--- config.mk ---
export PLATFORM = sky130hd
export DESIGN_NAME = tmr_rr_arb
export DESIGN_NICKNAME = d
export VERILOG_FILES = /design/src/common/tmr_arb_pkg.sv /design/src/arb_tree/arb_tree_lane.sv /design/src/arb_tree/rr_next_prio.sv /design/src/rtl/arb_lock_state.sv /design/src/rtl/tmr_rr_arb.sv
export SDC_FILE = /design/constraint.sdc
export NUM_CORES = 1
export LEC_CHECK = 0
export BUFFER_PORTS_ARGS = -buffer_cell sky130_fd_sc_hd__buf_2
export CELL_PAD_IN_SITES_DETAIL_PLACEMENT = 0
export CELL_PAD_IN_SITES_GLOBAL_PLACEMENT = 1
export CORE_UTILIZATION = 30
export CTS_CLUSTER_SIZE = 40
export DETAILED_ROUTE_END_ITERATION = 8
export HOLD_SLACK_MARGIN = 0.15
export PLACE_DENSITY_LB_ADDON = 0.1
export SETUP_SLACK_MARGIN = 0.05
export SLEW_MARGIN = 30
export SYNTH_ARGS = -nofsm -noshare
export SYNTH_HDL_FRONTEND = slang
export SYNTH_SLANG_ARGS = --single-unit
--- constraint.sdc ---
create_clock -name clk_i -period 3.1 [get_ports clk_i]
set_input_delay 0.31 -clock clk_i [delete_from_list [all_inputs] [get_ports clk_i]]
set_output_delay 0.31 -clock clk_i [all_outputs]
set_load 0.02 [all_outputs]
--- src/common/tmr_arb_pkg.sv ---
// sizes, index and payload types and the two-of-three voters that every arbiter RTL file imports
`default_nettype none

package tmr_arb_pkg;

  ////////////////////
  // sizes
  ////////////////////

  // eight requesters, so a three level selection tree
  localparam int unsigned num_in     = 8;
  localparam int unsigned idx_width  = 3;
  localparam int unsigned data_width = 16;
  // three lock-step copies of the arbitration logic
  localparam int unsigned num_lanes  = 3;

  typedef logic [idx_width-1:0]  idx_t;
  typedef logic [data_width-1:0] data_t;
  typedef logic [num_in-1:0]     req_vec_t;

  ////////////////////
  // voters
  ////////////////////

  // bitwise two-of-three majority on the widest vector in the design
  // the narrower wrappers below widen, vote and cut back to their own type
  function automatic data_t maj3(input data_t a, input data_t b, input data_t c);
    return (a & b) | (a & c) | (b & c);
  endfunction

  function automatic req_vec_t maj3_vec(input req_vec_t a, input req_vec_t b, input req_vec_t c);
    data_t v;
    v = maj3(data_t'(a), data_t'(b), data_t'(c));
    return req_vec_t'(v);
  endfunction

  function automatic idx_t maj3_idx(input idx_t a, input idx_t b, input idx_t c);
    data_t v;
    v = maj3(data_t'(a), data_t'(b), data_t'(c));
    return idx_t'(v);
  endfunction

  function automatic data_t maj3_data(input data_t a, input data_t b, input data_t c);
    return maj3(a, b, c);
  endfunction

  // single flags such as the lock bit and the output request go through here
  function automatic logic maj3_bit(input logic a, input logic b, input logic c);
    data_t v;
    v = maj3(data_t'(a), data_t'(b), data_t'(c));
    return v[0];
  endfunction

endpackage

`default_nettype wire

--- src/arb_tree/arb_tree_lane.sv ---
// one redundant copy of the round-robin selection tree, instantiated once per lane by the top level
`timescale 1ns/1ps
`default_nettype none

module arb_tree_lane (
  // request vector after the lock stage, identical for all lanes
  input  tmr_arb_pkg::req_vec_t                         req_i,
  input  tmr_arb_pkg::data_t [tmr_arb_pkg::num_in-1:0]  data_i,
  // voted round-robin pointer, the msb steers the root
  input  tmr_arb_pkg::idx_t                             prio_i,
  input  logic                                          gnt_i,
  output logic                                          req_o,
  output tmr_arb_pkg::idx_t                             idx_o,
  output tmr_arb_pkg::data_t                            data_o,
  output tmr_arb_pkg::req_vec_t                         gnt_o
);
  import tmr_arb_pkg::*;

  // the tree is stored breadth first, node 0 is the root
  // a node at level lvl and position n sits at 2**lvl-1+n
  // its children sit at 2**(lvl+1)-1+2*n and the one after it
  logic  req_nodes  [num_in-1];
  idx_t  idx_nodes  [num_in-1];
  data_t data_nodes [num_in-1];
  logic  gnt_nodes  [num_in-1];

  ////////////////////
  // root
  ////////////////////

  // the decision of the whole lane is whatever reached the root
  assign req_o  = req_nodes[0];
  assign idx_o  = idx_nodes[0];
  assign data_o = data_nodes[0];

  // the downstream grant enters at the root and walks down the chosen path
  assign gnt_nodes[0] = gnt_i;

  ////////////////////
  // tree levels
  ////////////////////

  for (genvar lvl = 0; lvl < idx_width; lvl++) begin : gen_level
    for (genvar n = 0; n < 2**lvl; n++) begin : gen_node
      // high picks the right hand side of this node
      logic sel;

      if (lvl == idx_width - 1) begin : gen_leaf
        // bottom level, each node looks at two neighbouring requesters
        assign req_nodes[2**lvl-1+n] = req_i[2*n] | req_i[2*n+1];

        // go right when left is idle, or when both ask and the pointer bit points right
        assign sel = ~req_i[2*n] | (req_i[2*n+1] & prio_i[idx_width-1-lvl]);

        // the lsb of the index is born here
        assign idx_nodes[2**lvl-1+n]  = idx_t'(sel);
        assign data_nodes[2**lvl-1+n] = sel ? data_i[2*n+1] : data_i[2*n];

        // a grant only lands on a requester that is actually asking
        assign gnt_o[2*n]   = gnt_nodes[2**lvl-1+n] & req_i[2*n] & ~sel;
        assign gnt_o[2*n+1] = gnt_nodes[2**lvl-1+n] & req_i[2*n+1] & sel;
      end else begin : gen_inner
        // upper levels combine two subtrees of the level below
        assign req_nodes[2**lvl-1+n] = req_nodes[2**(lvl+1)-1+2*n]
                                     | req_nodes[2**(lvl+1)-1+2*n+1];

        assign sel = ~req_nodes[2**(lvl+1)-1+2*n]
                   | (req_nodes[2**(lvl+1)-1+2*n+1] & prio_i[idx_width-1-lvl]);

        // prepend the choice made here to the low index bits coming up from below
        assign idx_nodes[2**lvl-1+n] = sel ?
          idx_t'({1'b1, idx_nodes[2**(lvl+1)-1+2*n+1][idx_width-lvl-2:0]}) :
          idx_t'({1'b0, idx_nodes[2**(lvl+1)-1+2*n][idx_width-lvl-2:0]});

        assign data_nodes[2**lvl-1+n] = sel ? data_nodes[2**(lvl+1)-1+2*n+1]
                                            : data_nodes[2**(lvl+1)-1+2*n];

        // only the chosen child sees the grant
        assign gnt_nodes[2**(lvl+1)-1+2*n]   = gnt_nodes[2**lvl-1+n] & ~sel;
        assign gnt_nodes[2**(lvl+1)-1+2*n+1] = gnt_nodes[2**lvl-1+n] & sel;
      end
    end
  end

endmodule

`default_nettype wire

--- src/arb_tree/rr_next_prio.sv ---
// fair next-pointer proposal for one lane, voted by the top level before the pointer register
`timescale 1ns/1ps
`default_nettype none

module rr_next_prio (
  input  tmr_arb_pkg::req_vec_t req_i,
  input  tmr_arb_pkg::idx_t     prio_i,
  // this lane's own output request, so each lane proposes from its own view
  input  logic                  lane_req_i,
  input  logic                  gnt_i,
  output tmr_arb_pkg::idx_t     prio_o
);
  import tmr_arb_pkg::*;

  req_vec_t upper_mask;
  req_vec_t lower_mask;
  idx_t     upper_idx;
  idx_t     lower_idx;
  idx_t     next_idx;
  logic     upper_empty;

  // position of the lowest set bit, zero for an empty vector
  // scanning downwards lets the lowest hit overwrite the others
  function automatic idx_t lowest_set(input req_vec_t vec);
    idx_t pos;
    pos = '0;
    for (int i = num_in - 1; i >= 0; i--) begin
      if (vec[i]) begin
        pos = idx_t'(i);
      end
    end
    return pos;
  endfunction

  // split the waiting requests around the current pointer
  always_comb begin
    for (int i = 0; i < num_in; i++) begin
      upper_mask[i] = (i > prio_i) ? req_i[i] : 1'b0;
      lower_mask[i] = (i <= prio_i) ? req_i[i] : 1'b0;
    end
  end

  assign upper_idx   = lowest_set(upper_mask);
  assign lower_idx   = lowest_set(lower_mask);
  assign upper_empty = ~|upper_mask;

  // jump to the next waiter above the pointer, wrap to the lowest waiter otherwise
  assign next_idx = upper_empty ? lower_idx : upper_idx;

  // the pointer only moves on a completed handshake
  assign prio_o = (lane_req_i && gnt_i) ? next_idx : prio_i;

endmodule

`default_nettype wire

--- src/rtl/arb_lock_state.sv ---
// voted lock flag and captured request vector that hold an unserved decision until it is granted
`timescale 1ns/1ps
`default_nettype none

module arb_lock_state (
  input  logic                                  clk_i,
  input  logic                                  rst_ni,
  input  logic                                  flush_i,
  input  tmr_arb_pkg::req_vec_t                 req_i,
  // output request of each of the three lanes
  input  logic [tmr_arb_pkg::num_lanes-1:0]     lane_req_i,
  input  logic                                  gnt_i,
  output tmr_arb_pkg::req_vec_t                 req_held_o
);
  import tmr_arb_pkg::*;

  logic                 lock_q;
  req_vec_t             req_q;
  logic [num_lanes-1:0] lock_d;
  req_vec_t             cap_d [num_lanes];
  logic                 lock_voted;
  req_vec_t             cap_voted;

  // while locked the lanes keep arbitrating over the frozen vector
  assign req_held_o = lock_q ? req_q : req_i;

  // each lane proposes a lock when it asked downstream and got no grant
  // its capture proposal is empty when it does not want to lock
  for (genvar l = 0; l < num_lanes; l++) begin : gen_lane_prop
    assign lock_d[l] = lane_req_i[l] & ~gnt_i;
    assign cap_d[l]  = lock_d[l] ? req_held_o : '0;
  end

  // a single upset lane cannot set or drop the lock on its own
  assign lock_voted = maj3_bit(lock_d[0], lock_d[1], lock_d[2]);
  assign cap_voted  = maj3_vec(cap_d[0], cap_d[1], cap_d[2]);

  always_ff @(posedge clk_i or negedge rst_ni) begin
    if (!rst_ni) begin
      lock_q <= 1'b0;
      req_q  <= '0;
    end else if (flush_i) begin
      lock_q <= 1'b0;
      req_q  <= '0;
    end else begin
      lock_q <= lock_voted;
      req_q  <= cap_voted;
    end
  end

  ////////////////////
  // checks
  ////////////////////

  // the requesters may not withdraw a request that the lock still relies on
  locked_req_kept : assert property (
    @(posedge clk_i) disable iff (!rst_ni || flush_i)
    lock_q |-> ((req_i & req_q) == req_q))
    else $error("unserved request dropped while the arbiter decision is locked");

endmodule

`default_nettype wire

--- src/rtl/tmr_rr_arb.sv ---
// top level of the triple redundant round-robin arbiter with single-rail request and grant ports
`timescale 1ns/1ps
`default_nettype none

module tmr_rr_arb (
  input  logic                                         clk_i,
  input  logic                                         rst_ni,
  input  logic                                         flush_i,
  input  tmr_arb_pkg::req_vec_t                        req_i,
  input  tmr_arb_pkg::data_t [tmr_arb_pkg::num_in-1:0] data_i,
  input  logic                                         gnt_i,
  output tmr_arb_pkg::req_vec_t                        gnt_o,
  output logic                                         req_o,
  output tmr_arb_pkg::data_t                           data_o,
  output tmr_arb_pkg::idx_t                            idx_o,
  // high whenever one lane disagrees with the vote
  output logic                                         fault_o
);
  import tmr_arb_pkg::*;

  req_vec_t             req_held;
  idx_t                 prio_q;
  idx_t                 prio_voted;
  logic [num_lanes-1:0] lane_req;
  idx_t                 lane_idx  [num_lanes];
  data_t                lane_data [num_lanes];
  req_vec_t             lane_gnt  [num_lanes];
  idx_t                 prio_next [num_lanes];
  logic                 fault;

  ////////////////////
  // lanes
  ////////////////////

  arb_lock_state arb_lock_state_i (
    .clk_i      (clk_i),
    .rst_ni     (rst_ni),
    .flush_i    (flush_i),
    .req_i      (req_i),
    .lane_req_i (lane_req),
    .gnt_i      (gnt_i),
    .req_held_o (req_held)
  );

  // three identical copies run in lock step on the same inputs
  for (genvar l = 0; l < num_lanes; l++) begin : gen_lane
    arb_tree_lane arb_tree_lane_i (
      .req_i  (req_held),
      .data_i (data_i),
      .prio_i (prio_q),
      .gnt_i  (gnt_i),
      .req_o  (lane_req[l]),
      .idx_o  (lane_idx[l]),
      .data_o (lane_data[l]),
      .gnt_o  (lane_gnt[l])
    );

    rr_next_prio rr_next_prio_i (
      .req_i      (req_held),
      .prio_i     (prio_q),
      .lane_req_i (lane_req[l]),
      .gnt_i      (gnt_i),
      .prio_o     (prio_next[l])
    );
  end

  ////////////////////
  // voting
  ////////////////////

  // the pointer is voted before it is stored, so the register holds one clean copy
  assign prio_voted = maj3_idx(prio_next[0], prio_next[1], prio_next[2]);

  always_ff @(posedge clk_i or negedge rst_ni) begin
    if (!rst_ni) begin
      prio_q <= '0;
    end else if (flush_i) begin
      prio_q <= '0;
    end else begin
      prio_q <= prio_voted;
    end
  end

  assign req_o  = maj3_bit(lane_req[0], lane_req[1], lane_req[2]);
  assign idx_o  = maj3_idx(lane_idx[0], lane_idx[1], lane_idx[2]);
  assign data_o = maj3_data(lane_data[0], lane_data[1], lane_data[2]);
  assign gnt_o  = maj3_vec(lane_gnt[0], lane_gnt[1], lane_gnt[2]);

  // any lane that differs from a voted field counts, pointer proposals included
  always_comb begin
    fault = 1'b0;
    for (int l = 0; l < num_lanes; l++) begin
      if ((lane_req[l] != req_o) || (lane_idx[l] != idx_o) || (lane_data[l] != data_o)
          || (lane_gnt[l] != gnt_o) || (prio_next[l] != prio_voted)) begin
        fault = 1'b1;
      end
    end
  end

  assign fault_o = fault;

  // at most one requester is granted per cycle
  gnt_onehot : assert property (
    @(posedge clk_i) disable iff (!rst_ni || flush_i)
    $onehot0(gnt_o))
    else $error("more than one requester granted");

  // the lock stage never hides a live request from the tree
  req_passes : assert property (
    @(posedge clk_i) disable iff (!rst_ni || flush_i)
    (|req_i) |-> req_o)
    else $error("pending request did not reach the output");

endmodule

`default_nettype wire

==> results_tabular.tex <==
\begin{tabular}{lr}
\hline
Metric & Value \\
\hline
\multicolumn{2}{l}{\textbf{Critical path}} \\
\quad Combined buffer and inverter count along the critical path & 2 \\
\quad Total stage count of the critical path & 8 \\
\quad Capturing point of the worst reg2reg path & prio\_q[0]\$\_DFFE\_PN0P\_ \\
\quad Slowest CP cell & sky130\_fd\_sc\_hd\_\_dfrtp\_2 \\
\quad Ordered list of cells on the worst path & mux2\_4 > a21oi\_2 > a21o\_1 > buf\_4 > o22ai\_1 > a311oi\_1 > a31o\_1 > buf\_2 \\
\quad Worst Setup End Kind & output port \\
\quad Depth of the worst register-to-register path & 7 \\
\quad Category of the most critical setup path & reg -> out \\
\quad Setup slack, reg-to-reg & 0.85 ns \\
\quad Largest fanout of any net on the critical path & 12 \\
\quad CP top delay family & compound AO/OA/AOI/OAI gates \\
\quad Startpoint of the worst-slack reg-to-reg timing path & arb\_lock\_state\_i.lock\_q\$\_DFF\_PN0\_ \\
\quad Arrival time of data at the critical path endpoint & 2.50 ns \\
\quad Required time of the critical path & 2.79 ns \\
\quad Critical path launch point type & flop \\
\quad Biggest cell delay along the critical path & 0.58 ns \\
\multicolumn{2}{l}{\textbf{Clocking}} \\
\quad Number of buffers inserted to repair setup after CTS & 0 \\
\quad Clock slew at reported path FFs & 0.06 ns \\
\quad Clock latency on the worst-skew pair & 0.25 ns \\
\quad CTS tree & yes \\
\quad H-Tree Depth & 1 \\
\quad Clock root buffer master & sky130\_fd\_sc\_hd\_\_clkbuf\_8 \\
\quad Number of buffers inserted during clock tree synthesis & 3 \\
\quad TritonCTS Sinks & 12 \\
\quad Worst-case clock buffer depth & 2 \\
\multicolumn{2}{l}{\textbf{Finish}} \\
\quad Area growth from synthesis to layout & 38.43\% \\
\quad Commonest cells after routing, fill and taps aside & sky130\_fd\_sc\_hd\_\_buf\_2, sky130\_fd\_sc\_hd\_\_nand2\_1, sky130\_fd\_sc\_hd\_\_mux2i\_1, sky130\_fd\_sc\_hd\_\_nand3\_1 \\
\quad Area taken by multi-input logic gates & 1963 um2 \\
\quad Number of fill cells & 859 \\
\quad Antenna diodes & 0 \\
\quad Net count of the finished layout & 645 \\
\quad Footprint of the flip-flops and latches & 301.5 um2 \\
\quad Share of post-route cells with drive strength above 1 & 0.4425 \\
\quad Most common cell after layout, fill and taps aside & sky130\_fd\_sc\_hd\_\_buf\_2 \\
\multicolumn{2}{l}{\textbf{Hold path}} \\
\quad Endpoint of the worst hold-timing path & prio\_q[2]\$\_DFFE\_PN0P\_ \\
\quad Min-delay worst type & in -> reg \\
\quad Hold Path Depth & 2 \\
\quad Hold path startpoint & flush\_i \\
\multicolumn{2}{l}{\textbf{Timing}} \\
\quad Share of the clock period used by the worst path & 0.9053 \\
\quad Tightest slew margin relative to the limit & 0.6206 \\
\quad Hold Slack & 0.3058 ns \\
\quad Unrepaired setup endpoints after global routing & false \\
\quad Worst setup margin & 0.2934 ns \\
\quad Count of endpoints failing hold in the final timing report & 0 \\
\quad Slew at the pin with the worst max-slew slack & 0.5669 ns \\
\quad Clk\_skew & 0.009370 ns \\
\quad Time the final worst path needs with I/O delays and setup & 2.807 ns \\
\quad Sum of negative setup slack & 0 ns \\
\quad Max Freq & 356.3 MHz \\
\quad Final-report setup violation count & 0 \\
\quad Pins Over Slew Limit & 0 \\
\multicolumn{2}{l}{\textbf{Die}} \\
\quad Core area & 7888 um2 \\
\quad DIE WIDTH & 93.36 um \\
\quad Number of standard-cell rows in the floorplan & 32 \\
\quad Height of the die & 93.36 um \\
\quad Starting utilization of the core area & 0.3174 \\
\quad Overall die area & 8715 um2 \\
\quad Top-level I/O count & 169 \\
\multicolumn{2}{l}{\textbf{GRT}} \\
\quad Largest net degree at the start of global routing & 24 \\
\quad Wire length of the first global-routing pass & 15.79 mm \\
\quad Vias in the first global route & 3002 \\
\quad Initial antenna violation count & 0 \\
\quad Overall overflow remaining after global route & 0 \\
\quad GR Util All Layers & 0.2307 \\
\multicolumn{2}{l}{\textbf{Outcome}} \\
\quad Status & finished clean \\
\multicolumn{2}{l}{\textbf{Placement}} \\
\quad Placement-stage worst setup slack & 0.2669 ns \\
\quad Final HPWL from detailed placement & 8.223 mm \\
\quad Placer Congestion & 0.8793 \\
\quad Port Buffer Count & 167 \\
\multicolumn{2}{l}{\textbf{Synthesis}} \\
\quad Sequential area share after synthesis & 0.1199 \\
\quad Share of flip-flops with an asynchronous set or reset after synthesis & 1.000 \\
\quad Cell taking the most area after synthesis & sky130\_fd\_sc\_hd\_\_nand2\_1 \\
\quad Synthesized cell area & 2504 um2 \\
\quad Area share of the leading cell type in the synthesized netlist & 0.1454 \\
\quad Yosys reg bits & 12 \\
\quad Gate count of the mapped netlist & 342 \\
\quad Post-synthesis net count & 482 \\
\quad Post-synth EDFFs & 0 \\
\quad Top post-synthesis cells by area & sky130\_fd\_sc\_hd\_\_nand2\_1, sky130\_fd\_sc\_hd\_\_dfrtp\_1, sky130\_fd\_sc\_hd\_\_mux2i\_1 \\
\quad Count of warnings emitted by yosys & 0 \\
\quad Number of distinct library cell variants in the gate-level netlist after synthesis & 62 \\
\quad Mapped Avg Cell Area & 7.321 um2 \\
\quad Main synth FF type & sky130\_fd\_sc\_hd\_\_dfrtp\_1 \\
\multicolumn{2}{l}{\textbf{Route}} \\
\quad ANT nets after route & 0 \\
\quad Vias per cell & 5.243 \\
\quad Avg WL per Cell & 17.21 um \\
\quad Total length of routed wires & 10.43 mm \\
\quad DRC violation count after routing & 0 \\
\quad First drt pass iteration count & 5 \\
\quad Detailed Route Iter0 Violations & 151 \\
\quad Via count of the routed design & 3177 \\
\multicolumn{2}{l}{\textbf{Power and ir drop}} \\
\quad Power Dens Cells & 330.5 nW/um2 \\
\quad Maximum ir drop on the vdd rail & 0.1690 mV \\
\quad Pleak & 1.715 nW \\
\multicolumn{2}{l}{\textbf{Job}} \\
\quad Max-cap violation count & 0 \\
\hline
\end{tabular}
-- power by group --
part / total, W / internal [W] / leakage [nW] / switching, W
Clock: 0.000179 / 0.000113 / 0.0288 / 0.0000668
Combinational: 0.000779 / 0.000321 / 1.53 / 0.000458
Sequential: 0.000187 / 0.000166 / 0.160 / 0.0000213
Total: 0.00115 / 0.000600 / 1.71 / 0.000546
-- per-layer routing --
metal | routed length, um | vias to the layer above | part of all wire | global-route usage
met5 | 0 | - | 0 | 0
met4 | 134 | 0 | 0.013 | 0.05513
met3 | 750 | 11 | 0.072 | 0.02439
met2 | 5075 | 135 | 0.49 | 0.4093
met1 | 4472 | 1439 | 0.43 | 0.2974
li1 | - | 1592 | - | -
-- Yosys cell counts (3+ instances only) --
library cell and count:
sky130_fd_sc_hd__o21ai_0 6, sky130_fd_sc_hd__nand2_1 97, sky130_fd_sc_hd__nor4_1 3, sky130_fd_sc_hd__buf_4 6, sky130_fd_sc_hd__buf_2 11, sky130_fd_sc_hd__buf_6 5, sky130_fd_sc_hd__a311oi_1 16, sky130_fd_sc_hd__o21ai_2 3
sky130_fd_sc_hd__mux2i_4 5, sky130_fd_sc_hd__o22ai_1 19, sky130_fd_sc_hd__mux2i_1 20, sky130_fd_sc_hd__nand3_1 20, sky130_fd_sc_hd__a31o_1 17, sky130_fd_sc_hd__a21oi_1 6, sky130_fd_sc_hd__nor2_1 16, sky130_fd_sc_hd__nor3_1 9
sky130_fd_sc_hd__nand2b_1 3, sky130_fd_sc_hd__clkbuf_1 4, sky130_fd_sc_hd__o21ai_1 3, sky130_fd_sc_hd__inv_1 6, sky130_fd_sc_hd__dfrtp_1 12
-- repair_timing --
item / 4_1_cts / 5_1_grt
endpoints found under the hold margin: 12 / 0
gates cloned: 0 / 0
gates resized for setup: 1 / 2
hold buffers: 1 / 0
endpoints found under the setup margin: 7 / 19
-- per-stage QoR --
| stage | area (um2) | power, W | cells | util |
|---|---|---|---|---|
| 2_1_floorplan | 2504 | 0.0007100 | 342 | - |
| 3_3_place_gp | 3390 | 0.0009603 | 601 | 0.4297 |
| 3_5_place_dp | 3390 | 0.0009659 | 601 | 0.4297 |
| 4_1_cts | 3462 | 0.001147 | 606 | 0.4389 |
| 5_1_grt | 3466 | 0.001218 | 606 | 0.4394 |
| 6_report | 3466 | 0.001145 | 606 | 0.4394 |
-- registers in the layout, indices dropped and copies added (netlist names) --
name,flops
arb_lock_state_i.req_q,8
arb_lock_state_i.lock_q,1
prio_q,3
-- worst register-to-register path: cells and delay by family, from the launching register on --
family / cells / cell delay, ns
simple gates: 2 / 0.40
flops: 1 / 0.58
mux: 1 / 0.38
buf+inv: 1 / 0.29
compound gates: 3 / 0.51
-- cells by family (layout without fill, tap and decap cells) --
logic type      count (synthesis)  after routing  synth area share
simple gates                  164            164            0.2984
other cells                     1              1          0.001498
flops                          12             12            0.1199
buf+inv                        37            199            0.1024
compound gates                100            100            0.3353
mux                            28             28            0.1424
-- layout make-up --
| type | instances | area share |
|---|---|---|
| timing repair buffer | 187 | 0.2852 |
| inverter | 8 | 0.008664 |
| sequential | 12 | 0.08700 |
| clock buffer | 4 | 0.01588 |
| multi-input combinational | 293 | 0.5664 |
| tap | 102 | 0.03682 |
-- worst max-delay path by stage --
stage                                            startpoint        end  slack, ns
after floorplan           arb_lock_state_i.lock_q$_DFF_PN0_   gnt_o[5]       0.69
after global placement    arb_lock_state_i.lock_q$_DFF_PN0_  data_o[3]       0.31
after detailed placement  arb_lock_state_i.lock_q$_DFF_PN0_  data_o[3]       0.27
after CTS                 arb_lock_state_i.lock_q$_DFF_PN0_  data_o[3]       0.12
after global routing      arb_lock_state_i.lock_q$_DFF_PN0_  data_o[3]       0.16
final                     arb_lock_state_i.lock_q$_DFF_PN0_  data_o[3]       0.29
Note: power is estimated with default switching activity, not from simulation.
